**config.mk**
```make
export PLATFORM = sky130hd
export DESIGN_NAME = pmp_unit
export DESIGN_NICKNAME = d
export VERILOG_FILES = /design/src/design/pmp_pkg.sv /design/src/design/pmp_unit.sv /design/src/design/pmp_fault_recorder.sv /design/src/design/pmp_access_check.sv /design/src/design/pmp_region_matcher.sv /design/src/design/pmp_csr_file.sv /design/src/design/pmp_napot_decoder.sv
export VERILOG_INCLUDE_DIRS = /design/src /design/src/design
export SDC_FILE = /design/constraint.sdc
export NUM_CORES = 1
export LEC_CHECK = 0
export BUFFER_PORTS_ARGS = -buffer_cell sky130_fd_sc_hd__buf_2
export CAP_MARGIN = 10
export CORE_ASPECT_RATIO = 1.25
export CORE_MARGIN = 2
export CORE_UTILIZATION = 35
export CTS_CLUSTER_DIAMETER = 200
export CTS_CLUSTER_SIZE = 30
export DETAILED_ROUTE_END_ITERATION = 6
export SLEW_MARGIN = 20
export SYNTH_ARGS = -nofsm -noshare
export SYNTH_HDL_FRONTEND = slang
export SYNTH_SLANG_ARGS = --single-unit
```
**constraint.sdc**
```tcl
create_clock -name core_clock_i -period 22.9 [get_ports core_clock_i]
set_input_delay 2.29 -clock core_clock_i [delete_from_list [all_inputs] [get_ports core_clock_i]]
set_output_delay 2.29 -clock core_clock_i [all_outputs]
set_load 0.01 [all_outputs]
```
**src/design/pmp_settings.svh**
```systemverilog
`ifndef PMP_SETTINGS_SVH
`define PMP_SETTINGS_SVH

// Number of PMP entries, a nonzero multiple of 4 and no more than 16
`define PMP_ENTRIES 8

// Each pmpcfg register carries four entries
`define PMP_CFG_REGS (`PMP_ENTRIES / 4)

// Checked physical address bits 31:7, so regions are at least 128 bytes
`define PMP_ADDR_BITS 25

// CSR address map
`define PMP_CSR_CFG_BASE 12'h3a0
`define PMP_CSR_ADDR_BASE 12'h3b0
`define PMP_CSR_ADDR_END 12'h3f0

`endif
```
**src/design/pmp_pkg.sv**
```systemverilog
`default_nettype none

package pmp_pkg;

    // Decoded permission bits of one PMP entry
    typedef struct packed {
        logic enabled;
        logic locked;
        logic execute;
        logic write;
        logic read;
    } pmp_perm_t;

    // Kind of access that caused a recorded fault
    typedef enum logic [1:0] {
        PMP_CAUSE_FETCH = 2'd0,
        PMP_CAUSE_LOAD  = 2'd1,
        PMP_CAUSE_STORE = 2'd2
    } pmp_cause_t;

endpackage

`default_nettype wire

```
**src/design/pmp_unit.sv**
```systemverilog
`default_nettype none
`include "pmp_settings.svh"

module pmp_unit
    import pmp_pkg::*;
(
    input  wire logic                        core_clock_i,
    input  wire logic                        rst_n_i,

    input  wire logic [11:0]                 csr_addr_i,
    input  wire logic [31:0]                 csr_wdata_i,
    input  wire logic                        csr_we_i,
    input  wire logic                        csr_mmode_i,
    output logic      [31:0]                 csr_rdata_o,
    output logic                             csr_exists_o,

    input  wire logic [`PMP_ADDR_BITS-1:0]   fetch_addr_i,
    input  wire logic                        fetch_mmode_i,
    output logic                             fetch_kill_o,

    input  wire logic [`PMP_ADDR_BITS-1:0]   data_addr_i,
    input  wire logic                        data_mmode_i,
    input  wire logic                        data_write_i,
    output logic                             data_kill_o,

    input  wire logic                        fault_clear_i,
    output logic                             fault_valid_o,
    output logic      [`PMP_ADDR_BITS-1:0]   fault_addr_o,
    output pmp_cause_t                       fault_cause_o
);

    pmp_perm_t [`PMP_ENTRIES-1:0]                     entry_perm;
    logic      [`PMP_ENTRIES-1:0][`PMP_ADDR_BITS-1:0] entry_mask;
    logic      [`PMP_ENTRIES-1:0][`PMP_ADDR_BITS-1:0] entry_match;
    logic                                             fetch_kill;
    logic                                             data_kill;

    pmp_csr_file u_csr_file (
        .core_clock_i  (core_clock_i),
        .rst_n_i       (rst_n_i),
        .csr_addr_i    (csr_addr_i),
        .csr_wdata_i   (csr_wdata_i),
        .csr_we_i      (csr_we_i),
        .csr_mmode_i   (csr_mmode_i),
        .csr_rdata_o   (csr_rdata_o),
        .csr_exists_o  (csr_exists_o),
        .entry_perm_o  (entry_perm),
        .entry_mask_o  (entry_mask),
        .entry_match_o (entry_match)
    );

    pmp_access_check u_access_check (
        .fetch_addr_i  (fetch_addr_i),
        .fetch_mmode_i (fetch_mmode_i),
        .data_addr_i   (data_addr_i),
        .data_mmode_i  (data_mmode_i),
        .data_write_i  (data_write_i),
        .entry_perm_i  (entry_perm),
        .entry_mask_i  (entry_mask),
        .entry_match_i (entry_match),
        .fetch_kill_o  (fetch_kill),
        .data_kill_o   (data_kill)
    );

    // The core sees the kills directly while the recorder samples them
    assign fetch_kill_o = fetch_kill;
    assign data_kill_o  = data_kill;

    pmp_fault_recorder u_fault_recorder (
        .core_clock_i  (core_clock_i),
        .rst_n_i       (rst_n_i),
        .fetch_kill_i  (fetch_kill),
        .fetch_addr_i  (fetch_addr_i),
        .data_kill_i   (data_kill),
        .data_addr_i   (data_addr_i),
        .data_write_i  (data_write_i),
        .fault_clear_i (fault_clear_i),
        .fault_valid_o (fault_valid_o),
        .fault_addr_o  (fault_addr_o),
        .fault_cause_o (fault_cause_o)
    );

endmodule

`default_nettype wire

```
**src/design/pmp_fault_recorder.sv**
```systemverilog
`default_nettype none
`include "pmp_settings.svh"

module pmp_fault_recorder
    import pmp_pkg::*;
(
    input  wire logic                        core_clock_i,
    input  wire logic                        rst_n_i,
    input  wire logic                        fetch_kill_i,
    input  wire logic [`PMP_ADDR_BITS-1:0]   fetch_addr_i,
    input  wire logic                        data_kill_i,
    input  wire logic [`PMP_ADDR_BITS-1:0]   data_addr_i,
    input  wire logic                        data_write_i,
    input  wire logic                        fault_clear_i,
    output logic                             fault_valid_o,
    output logic      [`PMP_ADDR_BITS-1:0]   fault_addr_o,
    output pmp_cause_t                       fault_cause_o
);

    logic capture;

    // A held record is only replaced when software clears it in the same cycle
    assign capture = (fetch_kill_i || data_kill_i) && (!fault_valid_o || fault_clear_i);

    always_ff @(posedge core_clock_i or negedge rst_n_i) begin
        if (!rst_n_i) begin
            fault_valid_o <= 1'b0;
        end else if (capture) begin
            fault_valid_o <= 1'b1;
        end else if (fault_clear_i) begin
            fault_valid_o <= 1'b0;
        end
    end

    // Fetch side wins when both kill together
    always_ff @(posedge core_clock_i) begin
        if (capture) begin
            if (fetch_kill_i) begin
                fault_addr_o  <= fetch_addr_i;
                fault_cause_o <= PMP_CAUSE_FETCH;
            end else begin
                fault_addr_o  <= data_addr_i;
                fault_cause_o <= data_write_i ? PMP_CAUSE_STORE : PMP_CAUSE_LOAD;
            end
        end
    end

    assert property (@(posedge core_clock_i) disable iff (!rst_n_i)
        (fault_valid_o && !fault_clear_i)
            |=> fault_valid_o && $stable(fault_cause_o) && $stable(fault_addr_o))
    else $error("pmp_fault_recorder: held fault record changed");

endmodule

`default_nettype wire

```
**src/design/pmp_access_check.sv**
```systemverilog
`default_nettype none
`include "pmp_settings.svh"

module pmp_access_check
    import pmp_pkg::*;
(
    input  wire logic      [`PMP_ADDR_BITS-1:0]                   fetch_addr_i,
    input  wire logic                                             fetch_mmode_i,
    input  wire logic      [`PMP_ADDR_BITS-1:0]                   data_addr_i,
    input  wire logic                                             data_mmode_i,
    input  wire logic                                             data_write_i,
    input  wire pmp_perm_t [`PMP_ENTRIES-1:0]                     entry_perm_i,
    input  wire logic      [`PMP_ENTRIES-1:0][`PMP_ADDR_BITS-1:0] entry_mask_i,
    input  wire logic      [`PMP_ENTRIES-1:0][`PMP_ADDR_BITS-1:0] entry_match_i,
    output logic                                                  fetch_kill_o,
    output logic                                                  data_kill_o
);

    logic      fetch_hit;
    pmp_perm_t fetch_perm;
    logic      data_hit;
    pmp_perm_t data_perm;
    logic      data_allowed;

    pmp_region_matcher u_fetch_match (
        .addr_i        (fetch_addr_i),
        .entry_perm_i  (entry_perm_i),
        .entry_mask_i  (entry_mask_i),
        .entry_match_i (entry_match_i),
        .hit_o         (fetch_hit),
        .perm_o        (fetch_perm)
    );

    pmp_region_matcher u_data_match (
        .addr_i        (data_addr_i),
        .entry_perm_i  (entry_perm_i),
        .entry_mask_i  (entry_mask_i),
        .entry_match_i (entry_match_i),
        .hit_o         (data_hit),
        .perm_o        (data_perm)
    );

    // Machine mode is only restricted by locked entries, user mode needs an explicit grant
    assign fetch_kill_o = fetch_mmode_i ? (fetch_hit && fetch_perm.locked && !fetch_perm.execute)
                                        : !(fetch_hit && fetch_perm.execute);

    assign data_allowed = data_write_i ? data_perm.write : data_perm.read;

    assign data_kill_o = data_mmode_i ? (data_hit && data_perm.locked && !data_allowed)
                                      : !(data_hit && data_allowed);

endmodule

`default_nettype wire

```
**src/design/pmp_region_matcher.sv**
```systemverilog
`default_nettype none
`include "pmp_settings.svh"

module pmp_region_matcher
    import pmp_pkg::*;
(
    input  wire logic      [`PMP_ADDR_BITS-1:0]                   addr_i,
    input  wire pmp_perm_t [`PMP_ENTRIES-1:0]                     entry_perm_i,
    input  wire logic      [`PMP_ENTRIES-1:0][`PMP_ADDR_BITS-1:0] entry_mask_i,
    input  wire logic      [`PMP_ENTRIES-1:0][`PMP_ADDR_BITS-1:0] entry_match_i,
    output logic                                                  hit_o,
    output pmp_perm_t                                             perm_o
);

    logic [`PMP_ENTRIES-1:0] entry_hit;

    // Every enabled entry compares in parallel
    always_comb begin
        for (int i = 0; i < `PMP_ENTRIES; i++) begin
            entry_hit[i] = entry_perm_i[i].enabled
                           && ((addr_i & entry_mask_i[i]) == entry_match_i[i]);
        end
    end

    assign hit_o = |entry_hit;

    // Walk from the top so the lowest-numbered hit is the last to assign
    always_comb begin
        perm_o = '0;
        for (int i = `PMP_ENTRIES - 1; i >= 0; i--) begin
            if (entry_hit[i]) begin
                perm_o = entry_perm_i[i];
            end
        end
    end

endmodule

`default_nettype wire

```
**src/design/pmp_csr_file.sv**
```systemverilog
`default_nettype none
`include "pmp_settings.svh"

module pmp_csr_file
    import pmp_pkg::*;
(
    input  wire logic                                    core_clock_i,
    input  wire logic                                    rst_n_i,
    input  wire logic [11:0]                             csr_addr_i,
    input  wire logic [31:0]                             csr_wdata_i,
    input  wire logic                                    csr_we_i,
    input  wire logic                                    csr_mmode_i,
    output logic      [31:0]                             csr_rdata_o,
    output logic                                         csr_exists_o,
    output pmp_perm_t [`PMP_ENTRIES-1:0]                 entry_perm_o,
    output logic      [`PMP_ENTRIES-1:0][`PMP_ADDR_BITS-1:0] entry_mask_o,
    output logic      [`PMP_ENTRIES-1:0][`PMP_ADDR_BITS-1:0] entry_match_o
);

    pmp_perm_t [`PMP_ENTRIES-1:0]                       perm_q;
    logic      [`PMP_ENTRIES-1:0][25:0]                 addr_q;
    logic      [`PMP_ENTRIES-1:0][`PMP_ADDR_BITS-1:0]   mask_q;
    logic      [`PMP_ENTRIES-1:0][`PMP_ADDR_BITS-1:0]   match_q;

    logic                                               wr_ok;
    logic [`PMP_CFG_REGS-1:0]                           cfg_wr_sel;
    logic [`PMP_ENTRIES-1:0]                            addr_wr_sel;
    logic [`PMP_ADDR_BITS-1:0]                          dec_mask;
    logic [`PMP_ADDR_BITS-1:0]                          dec_match;
    logic                                               cfg_range;
    logic                                               addr_range;
    logic [31:0]                                        cfg_rdata;
    logic [31:0]                                        addr_rdata;

    initial begin
        if ((`PMP_ENTRIES == 0) || (`PMP_ENTRIES % 4 != 0) || (`PMP_ENTRIES > 16)) begin
            $fatal(1, "pmp_csr_file: PMP_ENTRIES must be 4, 8, 12 or 16");
        end
    end

    function automatic pmp_perm_t cfg_to_perm(input logic [7:0] cfg);
        pmp_perm_t perm;
        // Only A = 2'b11 (NAPOT) turns an entry on
        perm.enabled = &cfg[4:3];
        perm.locked  = cfg[7];
        perm.execute = cfg[2];
        perm.write   = cfg[1];
        perm.read    = cfg[0];
        return perm;
    endfunction

    function automatic logic [7:0] perm_to_cfg(input pmp_perm_t perm);
        return {perm.locked, 2'b00, {2{perm.enabled}}, perm.execute, perm.write, perm.read};
    endfunction

    assign wr_ok = csr_we_i && csr_mmode_i;

    for (genvar n = 0; n < `PMP_CFG_REGS; n++) begin : g_cfg_sel
        assign cfg_wr_sel[n] = wr_ok && (csr_addr_i == `PMP_CSR_CFG_BASE + 12'(n));
    end

    for (genvar i = 0; i < `PMP_ENTRIES; i++) begin : g_addr_sel
        assign addr_wr_sel[i] = wr_ok && (csr_addr_i == `PMP_CSR_ADDR_BASE + 12'(i));
    end

    // The low four pmpaddr bits are forced to ones, which sets the 128 byte minimum
    pmp_napot_decoder u_decoder (
        .addr_i  ({csr_wdata_i[29:4], 4'b1111}),
        .mask_o  (dec_mask),
        .match_o (dec_match)
    );

    always_ff @(posedge core_clock_i or negedge rst_n_i) begin
        if (!rst_n_i) begin
            perm_q <= '0;
        end else begin
            for (int i = 0; i < `PMP_ENTRIES; i++) begin
                if (cfg_wr_sel[i / 4] && !perm_q[i].locked) begin
                    perm_q[i] <= cfg_to_perm(csr_wdata_i[8 * (i % 4) +: 8]);
                end
            end
        end
    end

    // Mask and match are decoded once at write time to keep the check path short
    always_ff @(posedge core_clock_i) begin
        for (int i = 0; i < `PMP_ENTRIES; i++) begin
            if (addr_wr_sel[i] && !perm_q[i].locked) begin
                addr_q[i]  <= csr_wdata_i[29:4];
                mask_q[i]  <= dec_mask;
                match_q[i] <= dec_match;
            end
        end
    end

    always_comb begin
        cfg_rdata = '0;
        for (int n = 0; n < `PMP_CFG_REGS; n++) begin
            if (csr_addr_i == `PMP_CSR_CFG_BASE + 12'(n)) begin
                for (int j = 0; j < 4; j++) begin
                    cfg_rdata[8 * j +: 8] = perm_to_cfg(perm_q[4 * n + j]);
                end
            end
        end
    end

    always_comb begin
        addr_rdata = '0;
        for (int i = 0; i < `PMP_ENTRIES; i++) begin
            if (csr_addr_i == `PMP_CSR_ADDR_BASE + 12'(i)) begin
                addr_rdata = {2'b00, addr_q[i], 4'b1111};
            end
        end
    end

    // Unimplemented registers inside both ranges exist and read as zero
    assign cfg_range  = (csr_addr_i >= `PMP_CSR_CFG_BASE) && (csr_addr_i < `PMP_CSR_ADDR_BASE);
    assign addr_range = (csr_addr_i >= `PMP_CSR_ADDR_BASE) && (csr_addr_i < `PMP_CSR_ADDR_END);

    assign csr_exists_o = (cfg_range || addr_range) && csr_mmode_i;
    assign csr_rdata_o  = cfg_range ? cfg_rdata : addr_rdata;

    assign entry_perm_o  = perm_q;
    assign entry_mask_o  = mask_q;
    assign entry_match_o = match_q;

    for (genvar i = 0; i < `PMP_ENTRIES; i++) begin : g_lock_chk
        assert property (@(posedge core_clock_i) disable iff (!rst_n_i)
            perm_q[i].locked |=> $stable(perm_q[i]) && $stable(addr_q[i])
                                 && $stable(mask_q[i]) && $stable(match_q[i]))
        else $error("pmp_csr_file: locked entry %0d was modified", i);
    end

endmodule

`default_nettype wire

```
**src/design/pmp_napot_decoder.sv**
```systemverilog
`default_nettype none
`include "pmp_settings.svh"

module pmp_napot_decoder (
    input  wire logic [29:0]                addr_i,
    output logic      [`PMP_ADDR_BITS-1:0]  mask_o,
    output logic      [`PMP_ADDR_BITS-1:0]  match_o
);

    logic [29:0] low_run;
    logic [29:0] ignored;

    // Adding one flips the trailing ones and the zero just above them,
    // so the XOR marks exactly the bits a NAPOT region ignores
    assign low_run = addr_i ^ (addr_i + 30'd1);

    // Keep only pmpaddr bits 29:5, which line up with address bits 31:7
    assign mask_o  = ~low_run[29:5];
    assign match_o = addr_i[29:5] & mask_o;

    // Pmpaddr bits 4:0 have no compare bit and always count as ignored
    assign ignored = {~mask_o, 5'b11111};

    // The ignored bits must be the trailing ones of pmpaddr and the zero just above them
    always_comb begin
        assert ((&addr_i) || ((addr_i & ignored) == (ignored >> 1)))
        else $error("pmp_napot_decoder: mask %h does not fit pmpaddr %h", mask_o, addr_i);
    end

endmodule

`default_nettype wire

```
# Word level (Yosys, flattened, before mapping)
# Cells that the tools add are included.
[totals] reg_bits=676 in_bits=102 out_inout_bits=63 word_cells=227
[classes] addsub=1 magnitude_cmp=4 eq_ne=26 muxes=34 n_bitwise=19 n_reduce_logical=76
[ops] cell="$and A25 B25 Y25" n=17
[ops] cell="$eq A25 B25 Y1" n=16
[ops] cell="$mux W30" n=8
[ops] cell="$eq A12 B10 Y1 const B" n=10
[ops] cell="$mux W32" n=3
[ops] cell="$mux W4" n=16
[ops] cell="$logic_and A1 B1 Y1" n=53
[ops] cell="$add A30 B1 Y30 const B" n=1
[ops] cell="$xor A30 B30 Y30" n=1
[ops] cell="$mux W25" n=1
[ops] cell="$not A25 Y25" n=1
[ops] cell="$ge A12 B10 Y1 const B" n=2
[ops] cell="$lt A12 B10 Y1 const B" n=2
[ops] cell="$reduce_or A8 Y1" n=2
[ops] cell="$logic_not A1 Y1" n=13
[ops] cell="$reduce_and A2 Y1" n=4
[ops] cell="$mux W1" n=5
[ops] cell="$logic_or A1 B1 Y1" n=3
[ops] cell="$mux W2" n=1
[ops] cell="$reduce_bool A2 Y1" n=1

# Depth between registers and ports, before layout
[depth] depth_word=18 depth_mapped=12 ltp_nobuf=11

# Cells and area by module
# From an unflattened synthesis, not the netlist that was laid out.
[hier_totals] hier_cells=2380 area_unflattened_um2=32047.0
[by_module_without_submodules] mod="pmp_csr_file" n_inst=1 cells_per_inst=1016 area_per_inst_um2=22250.1 seq_area_each_um2=19258.5
[by_module_without_submodules] mod="pmp_region_matcher" n_inst=2 cells_per_inst=598 area_per_inst_um2=3823.7 seq_area_each_um2=0.0
[by_module_without_submodules] mod="pmp_fault_recorder" n_inst=1 cells_per_inst=63 area_per_inst_um2=1258.7 seq_area_each_um2=835.8
[by_module_without_submodules] mod="pmp_napot_decoder" n_inst=1 cells_per_inst=100 area_per_inst_um2=857.1 seq_area_each_um2=0.0
[by_module_without_submodules] mod="pmp_access_check" n_inst=1 cells_per_inst=5 area_per_inst_um2=33.8 seq_area_each_um2=0.0

# Least setup slack after synthesis
# Ideal clock, no wire load.
[synth_path] path_kind="in2reg" from="in csr_addr_i[11]" to="reg u_csr_file.addr_q[104] (netlist name) (enable)" setup_time_ps=697 arrival_time_ps=10774 required_ps=22203 slack_ps=11428 cell_stages=6 path_buffers=1 path_cell_list="nor4bb_1 nand4_1 nor2_1 nand3b_1 clkbuf_1 nor4_1"
[synth_via] elab_chain_len=3
[synth_lines] item="start, declared" line="pmp_unit.sv:10" text="input wire logic [11:0] csr_addr_i,"
[synth_lines] item="$eq A12 B10 Y1" line="pmp_csr_file.sv:63" text="assign addr_wr_sel[i] = wr_ok && (csr_addr_i == `PMP_CSR_ADDR_BASE + 12'(i));"
[synth_lines] item="$logic_and A1 B1 Y1" line="pmp_csr_file.sv:63"
[synth_lines] item="$logic_and A1 B1 Y1" line="pmp_csr_file.sv:88" text="if (addr_wr_sel[i] && !perm_q[i].locked) begin"
[synth_lines] item="end signal, assigned by index" line="pmp_csr_file.sv:89" text="addr_q[i] <= csr_wdata_i[29:4];"
[synth_lines] item="end, declared" line="pmp_csr_file.sv:21" text="logic [`PMP_ENTRIES-1:0][25:0] addr_q;"
# No other way between the ends.
# A chain may end at the register's enable or synchronous reset.

# Worst setup path in the final report
[layout_path] from="in data_addr_i[23]" to="out data_kill_o"
[layout_via] elab_chain_len=15 elab_cells_between_ends=40 classes_between="eq/ne (8); mux (10); bitwise (8); reduce/logical (14)"
[layout_lines] item="start, declared" line="pmp_unit.sv:21" text="input wire logic [`PMP_ADDR_BITS-1:0] data_addr_i,"
[layout_lines] item="$and A25 B25 Y25" line="pmp_region_matcher.sv:21" text="&& ((addr_i & entry_mask_i[i]) == entry_match_i[i]);"
[layout_lines] item="$eq A25 B25 Y1" line="pmp_region_matcher.sv:21"
[layout_lines] item="$logic_and A1 B1 Y1" line="pmp_region_matcher.sv:21"
[layout_lines] item="$mux W4 (8 in series)" line="pmp_region_matcher.sv:31" text="if (entry_hit[i]) begin"
[layout_lines] item="$mux W1" line="pmp_access_check.sv:47" text="assign data_allowed = data_write_i ? data_perm.write : data_perm.read;"
[layout_lines] item="$logic_and A1 B1 Y1 or $logic_not A1 Y1 (tied branches)" line="pmp_access_check.sv:50, pmp_access_check.sv:49"
[layout_lines] item="$logic_not A1 Y1 or $logic_and A1 B1 Y1 (tied branches)" line="pmp_access_check.sv:50, pmp_access_check.sv:49"
[layout_lines] item="$mux W1 (*)" line="pmp_access_check.sv:49" text="assign data_kill_o = data_mmode_i ? (data_hit && data_perm.locked && !data_allowed)"
[layout_lines] item="end, declared" line="pmp_unit.sv:24" text="output logic data_kill_o,"
# Mark *: on every way between the ends. The rest lies on a longest branch, timed or not.

==> metrics.yaml <==
timing_max_transition_violations_final: 0
dieArea_um2: 95400
power.total_mw: 2.17
post_route_cells_drive_above_1_share: 0.142
critPathCaptureType: "primary output"
achievable-frequency_ghz: 0.108
clock_buffer_count_from_cts: 26
timing.critical_path.slowest_stage_cell: "nor4_2"
largest_stage_delay_on_the_critical_path_ns: 1.00
grt_pass1_vias: 23100
timing.critical_path.from_type: "input pin"
synth_enable_flop_cells: 635
clock_tree.root_cell: "clkbuf_16"
timing.critical_path.cells: "buf_2 > nand2_1 > xor2_1 > nand4_1 > nor4_2 > a21oi_1 > a211oi_1 > o2111ai_1 > a211oi_1 > buf_4 > nor2_1 > buf_2"
worst_clock_skew_ns: 0.0191
drv_cap: 0
synthArstFlopShare: 0.0607
rsz0062_at_grt: "no"
crit_type: "input pin to primary output"
post_synth.cell_area_avg_um2: 13.2
pin_count: 165
vias_per_cell: 6.20
cts.sinks: 676
routed_wirelength_normalized_by_instance_count_um: 34.4
antenna_violating_nets_post_route: 0
setup-violations-final: 0
ir_drop_v: 0.0000599
timing_hold_violations_final: 0
drt_iter0_drc: 2744
p_leak_nw: 12.9
postSynthRegisterBits: 676
core.rowCount: 125
vias: 23900
die_width_um: 277
global_route.overflow_total: 0
layout.area.seq_um2: 20100
cp_top_family: "simple AND/OR/NAND/NOR gates"
final_nets: 2754
drt_first_pass_iters: 7
finalCriticalPeriod_ns: 9.25
worstHoldPathType: "register to register"
post_route_clock_period_utilization: 0.404
actual_slew_at_the_worst_max_slew_pin_ns: 1.34
totalNegativeSetupSlack_ns: 0
synth_nets: 2602
post_cts_setup_repair_buffer_count: 0
clk_pin_slew_worst_paths_ns: 0.12
clk-insertion-delay-late_ns: 0.64
track_usage: 0.272
start_util: 0.351
worst-path-max-fanout: 15
placedCellCount: 3804
place.gp.congestion: 1.03
postRouteWirelength_mm: 133
area_growth_syn_to_fin_pct: 10.1
yosysWarnings: 0
synthesis.instances: 2474
cts_tree: "yes"
post-route-drc-count: 1
fp.dieH_um: 345
detailedPlacementHpwl_mm: 92.9
post_cts_hold_buffer_count: 0
core_region_area_um2: 92600
grt_max_degree: 66
violations: "design-rule violations"
instances_no_fill: 3859
worstPathBufferInverterCount: 3
power_density_nw_per_um2: 60.6
worst_ep_arrival_time_ns: 6.96
critPathRequiredTime_ns: 20.61
grt_antenna_before_repair: 22
ys_dominant_reg_cell: "edfxtp_1"
outcome: "finished, violations left"
cts_htree_levels: 1
global_route_wire_length_before_repair_mm: 179
post_cts_resize_count: 0
synthesis.area_um2: 32500
maxSlewHeadroom: 0.0969
post_synthesis_sequential_area_ratio: 0.618
final.fill_count: 8789
clk_path_buf_depth: 3
port_buffers: 162
netlist-cell-type-count: 80
multiInputGateArea_um2: 12100
## synth_stat cells (54+ instances only)
library cell  count  share of area
edfxtp_1        635           0.59
a21oi_1         168          0.026
nand2_1         152          0.018
and3_1          133          0.026
a21boi_0        112          0.026
and3b_1         112          0.030
xor2_1           97          0.026
a211oi_1         86          0.020
nand3_1          82          0.013
a21o_1           77          0.018
nand4_1          65          0.012
nor4_1           63          0.012
clkbuf_1         54         0.0062
## routing by layer
metal	wire (um)	GRT usage	part of all wire	vias to the layer above
met5	96	0	0.00072	-
met4	10700	0.180	0.081	14
met3	10900	0.0396	0.082	336
met2	62800	0.463	0.47	1267
met1	48300	0.323	0.36	12100
li1	-	-	-	10200
## flip-flops by register name, indices dropped and copies added (netlist names)
register and cells:
u_fault_recorder.fault_addr_o 25, u_csr_file.entry_perm_o 40, u_fault_recorder.fault_valid_o 1, u_csr_file.entry_mask_o 200
u_csr_file.entry_match_o 200, u_fault_recorder.fault_cause_o 2, u_csr_file.addr_q 208
## path summary, 6_finish.rpt
kind                                                          from                                           to  slack, ns  cells after the start
setup / recovery                                   data_addr_i[23]                                  data_kill_o      13.65                     12
max in group asynchronous                                  rst_n_i   u_fault_recorder.fault_valid_o$_DFFE_PN0P_      20.86                      1
hold / removal             u_csr_file.entry_perm_o[25]$_DFFE_PN0P_      u_csr_file.entry_perm_o[25]$_DFFE_PN0P_       0.56                      1
setup reg to reg            u_csr_file.entry_mask_o[148]$_DFFE_PP_  u_fault_recorder.fault_addr_o[13]$_DFFE_PP_      17.87                     11
min in group asynchronous                                  rst_n_i      u_csr_file.entry_perm_o[38]$_DFFE_PN0P_       1.63                      1
hold reg to reg            u_csr_file.entry_perm_o[25]$_DFFE_PN0P_      u_csr_file.entry_perm_o[25]$_DFFE_PN0P_       0.56                      1
## through the flow
| step | instance area, um2 | setup slack [ns] | utilization | hold slack (ns) |
|---|---|---|---|---|
| 2_1_floorplan | 32500 | 11.43 | - | 0.495 |
| 3_3_place_gp | 35000 | 13.75 | 0.378 | 0.515 |
| 3_5_place_dp | 35000 | 13.71 | 0.378 | 0.520 |
| 4_1_cts | 35800 | 13.69 | 0.387 | 0.547 |
| 5_1_grt | 35800 | 13.89 | 0.387 | 0.575 |
| 6_report | 35800 | 13.65 | 0.387 | 0.556 |
## layout by cell type (no fill, tap or decap), drive strengths merged, types with 77 or more instances in the layout
cell	count
a21oi	168
and3b	112
a21boi	112
xor2	97
a21o	77
nand2	152
nand3	82
and3	133
edfxtp	635
buf	214
a211oi	86
## worst register-to-register path, delay by kind of cell, from the launching register on
kind | cells | cell delay, ns
DFF | 1 | 0.41
and+or+nand+nor | 3 | 1.75
buffers and inverters | 2 | 0.52
AOI/OAI and AO/OA | 5 | 1.38
xor gates and xnor gates | 1 | 0.60
## logic make-up after synthesis
kind of cell / Yosys count / synth area share
compound gates: 677 / 0.147
flops: 676 / 0.618
buf+inv: 111 / 0.0157
mux: 90 / 0.0321
xor+xnor: 112 / 0.0302
fa+ha+maj: 26 / 0.0100
other cells: 1 / 0.000115
simple gates: 781 / 0.147
## report_power, final
part	total, mW	switching, mW	internal (mW)
registers	1.36	0.00103	1.36
clock network	0.616	0.388	0.227
logic	0.191	0.148	0.0422
## cell type report
type,count,area share
clock inverters,1,0.000454
multi-input cells,1687,0.339
clock buffers,47,0.0210
flip-flops and latches,676,0.561
well taps,1206,0.0421
diodes,7,0.000489
inverters,21,0.00220
repair buffers,214,0.0337
Power figures use the tool's default switching activity.
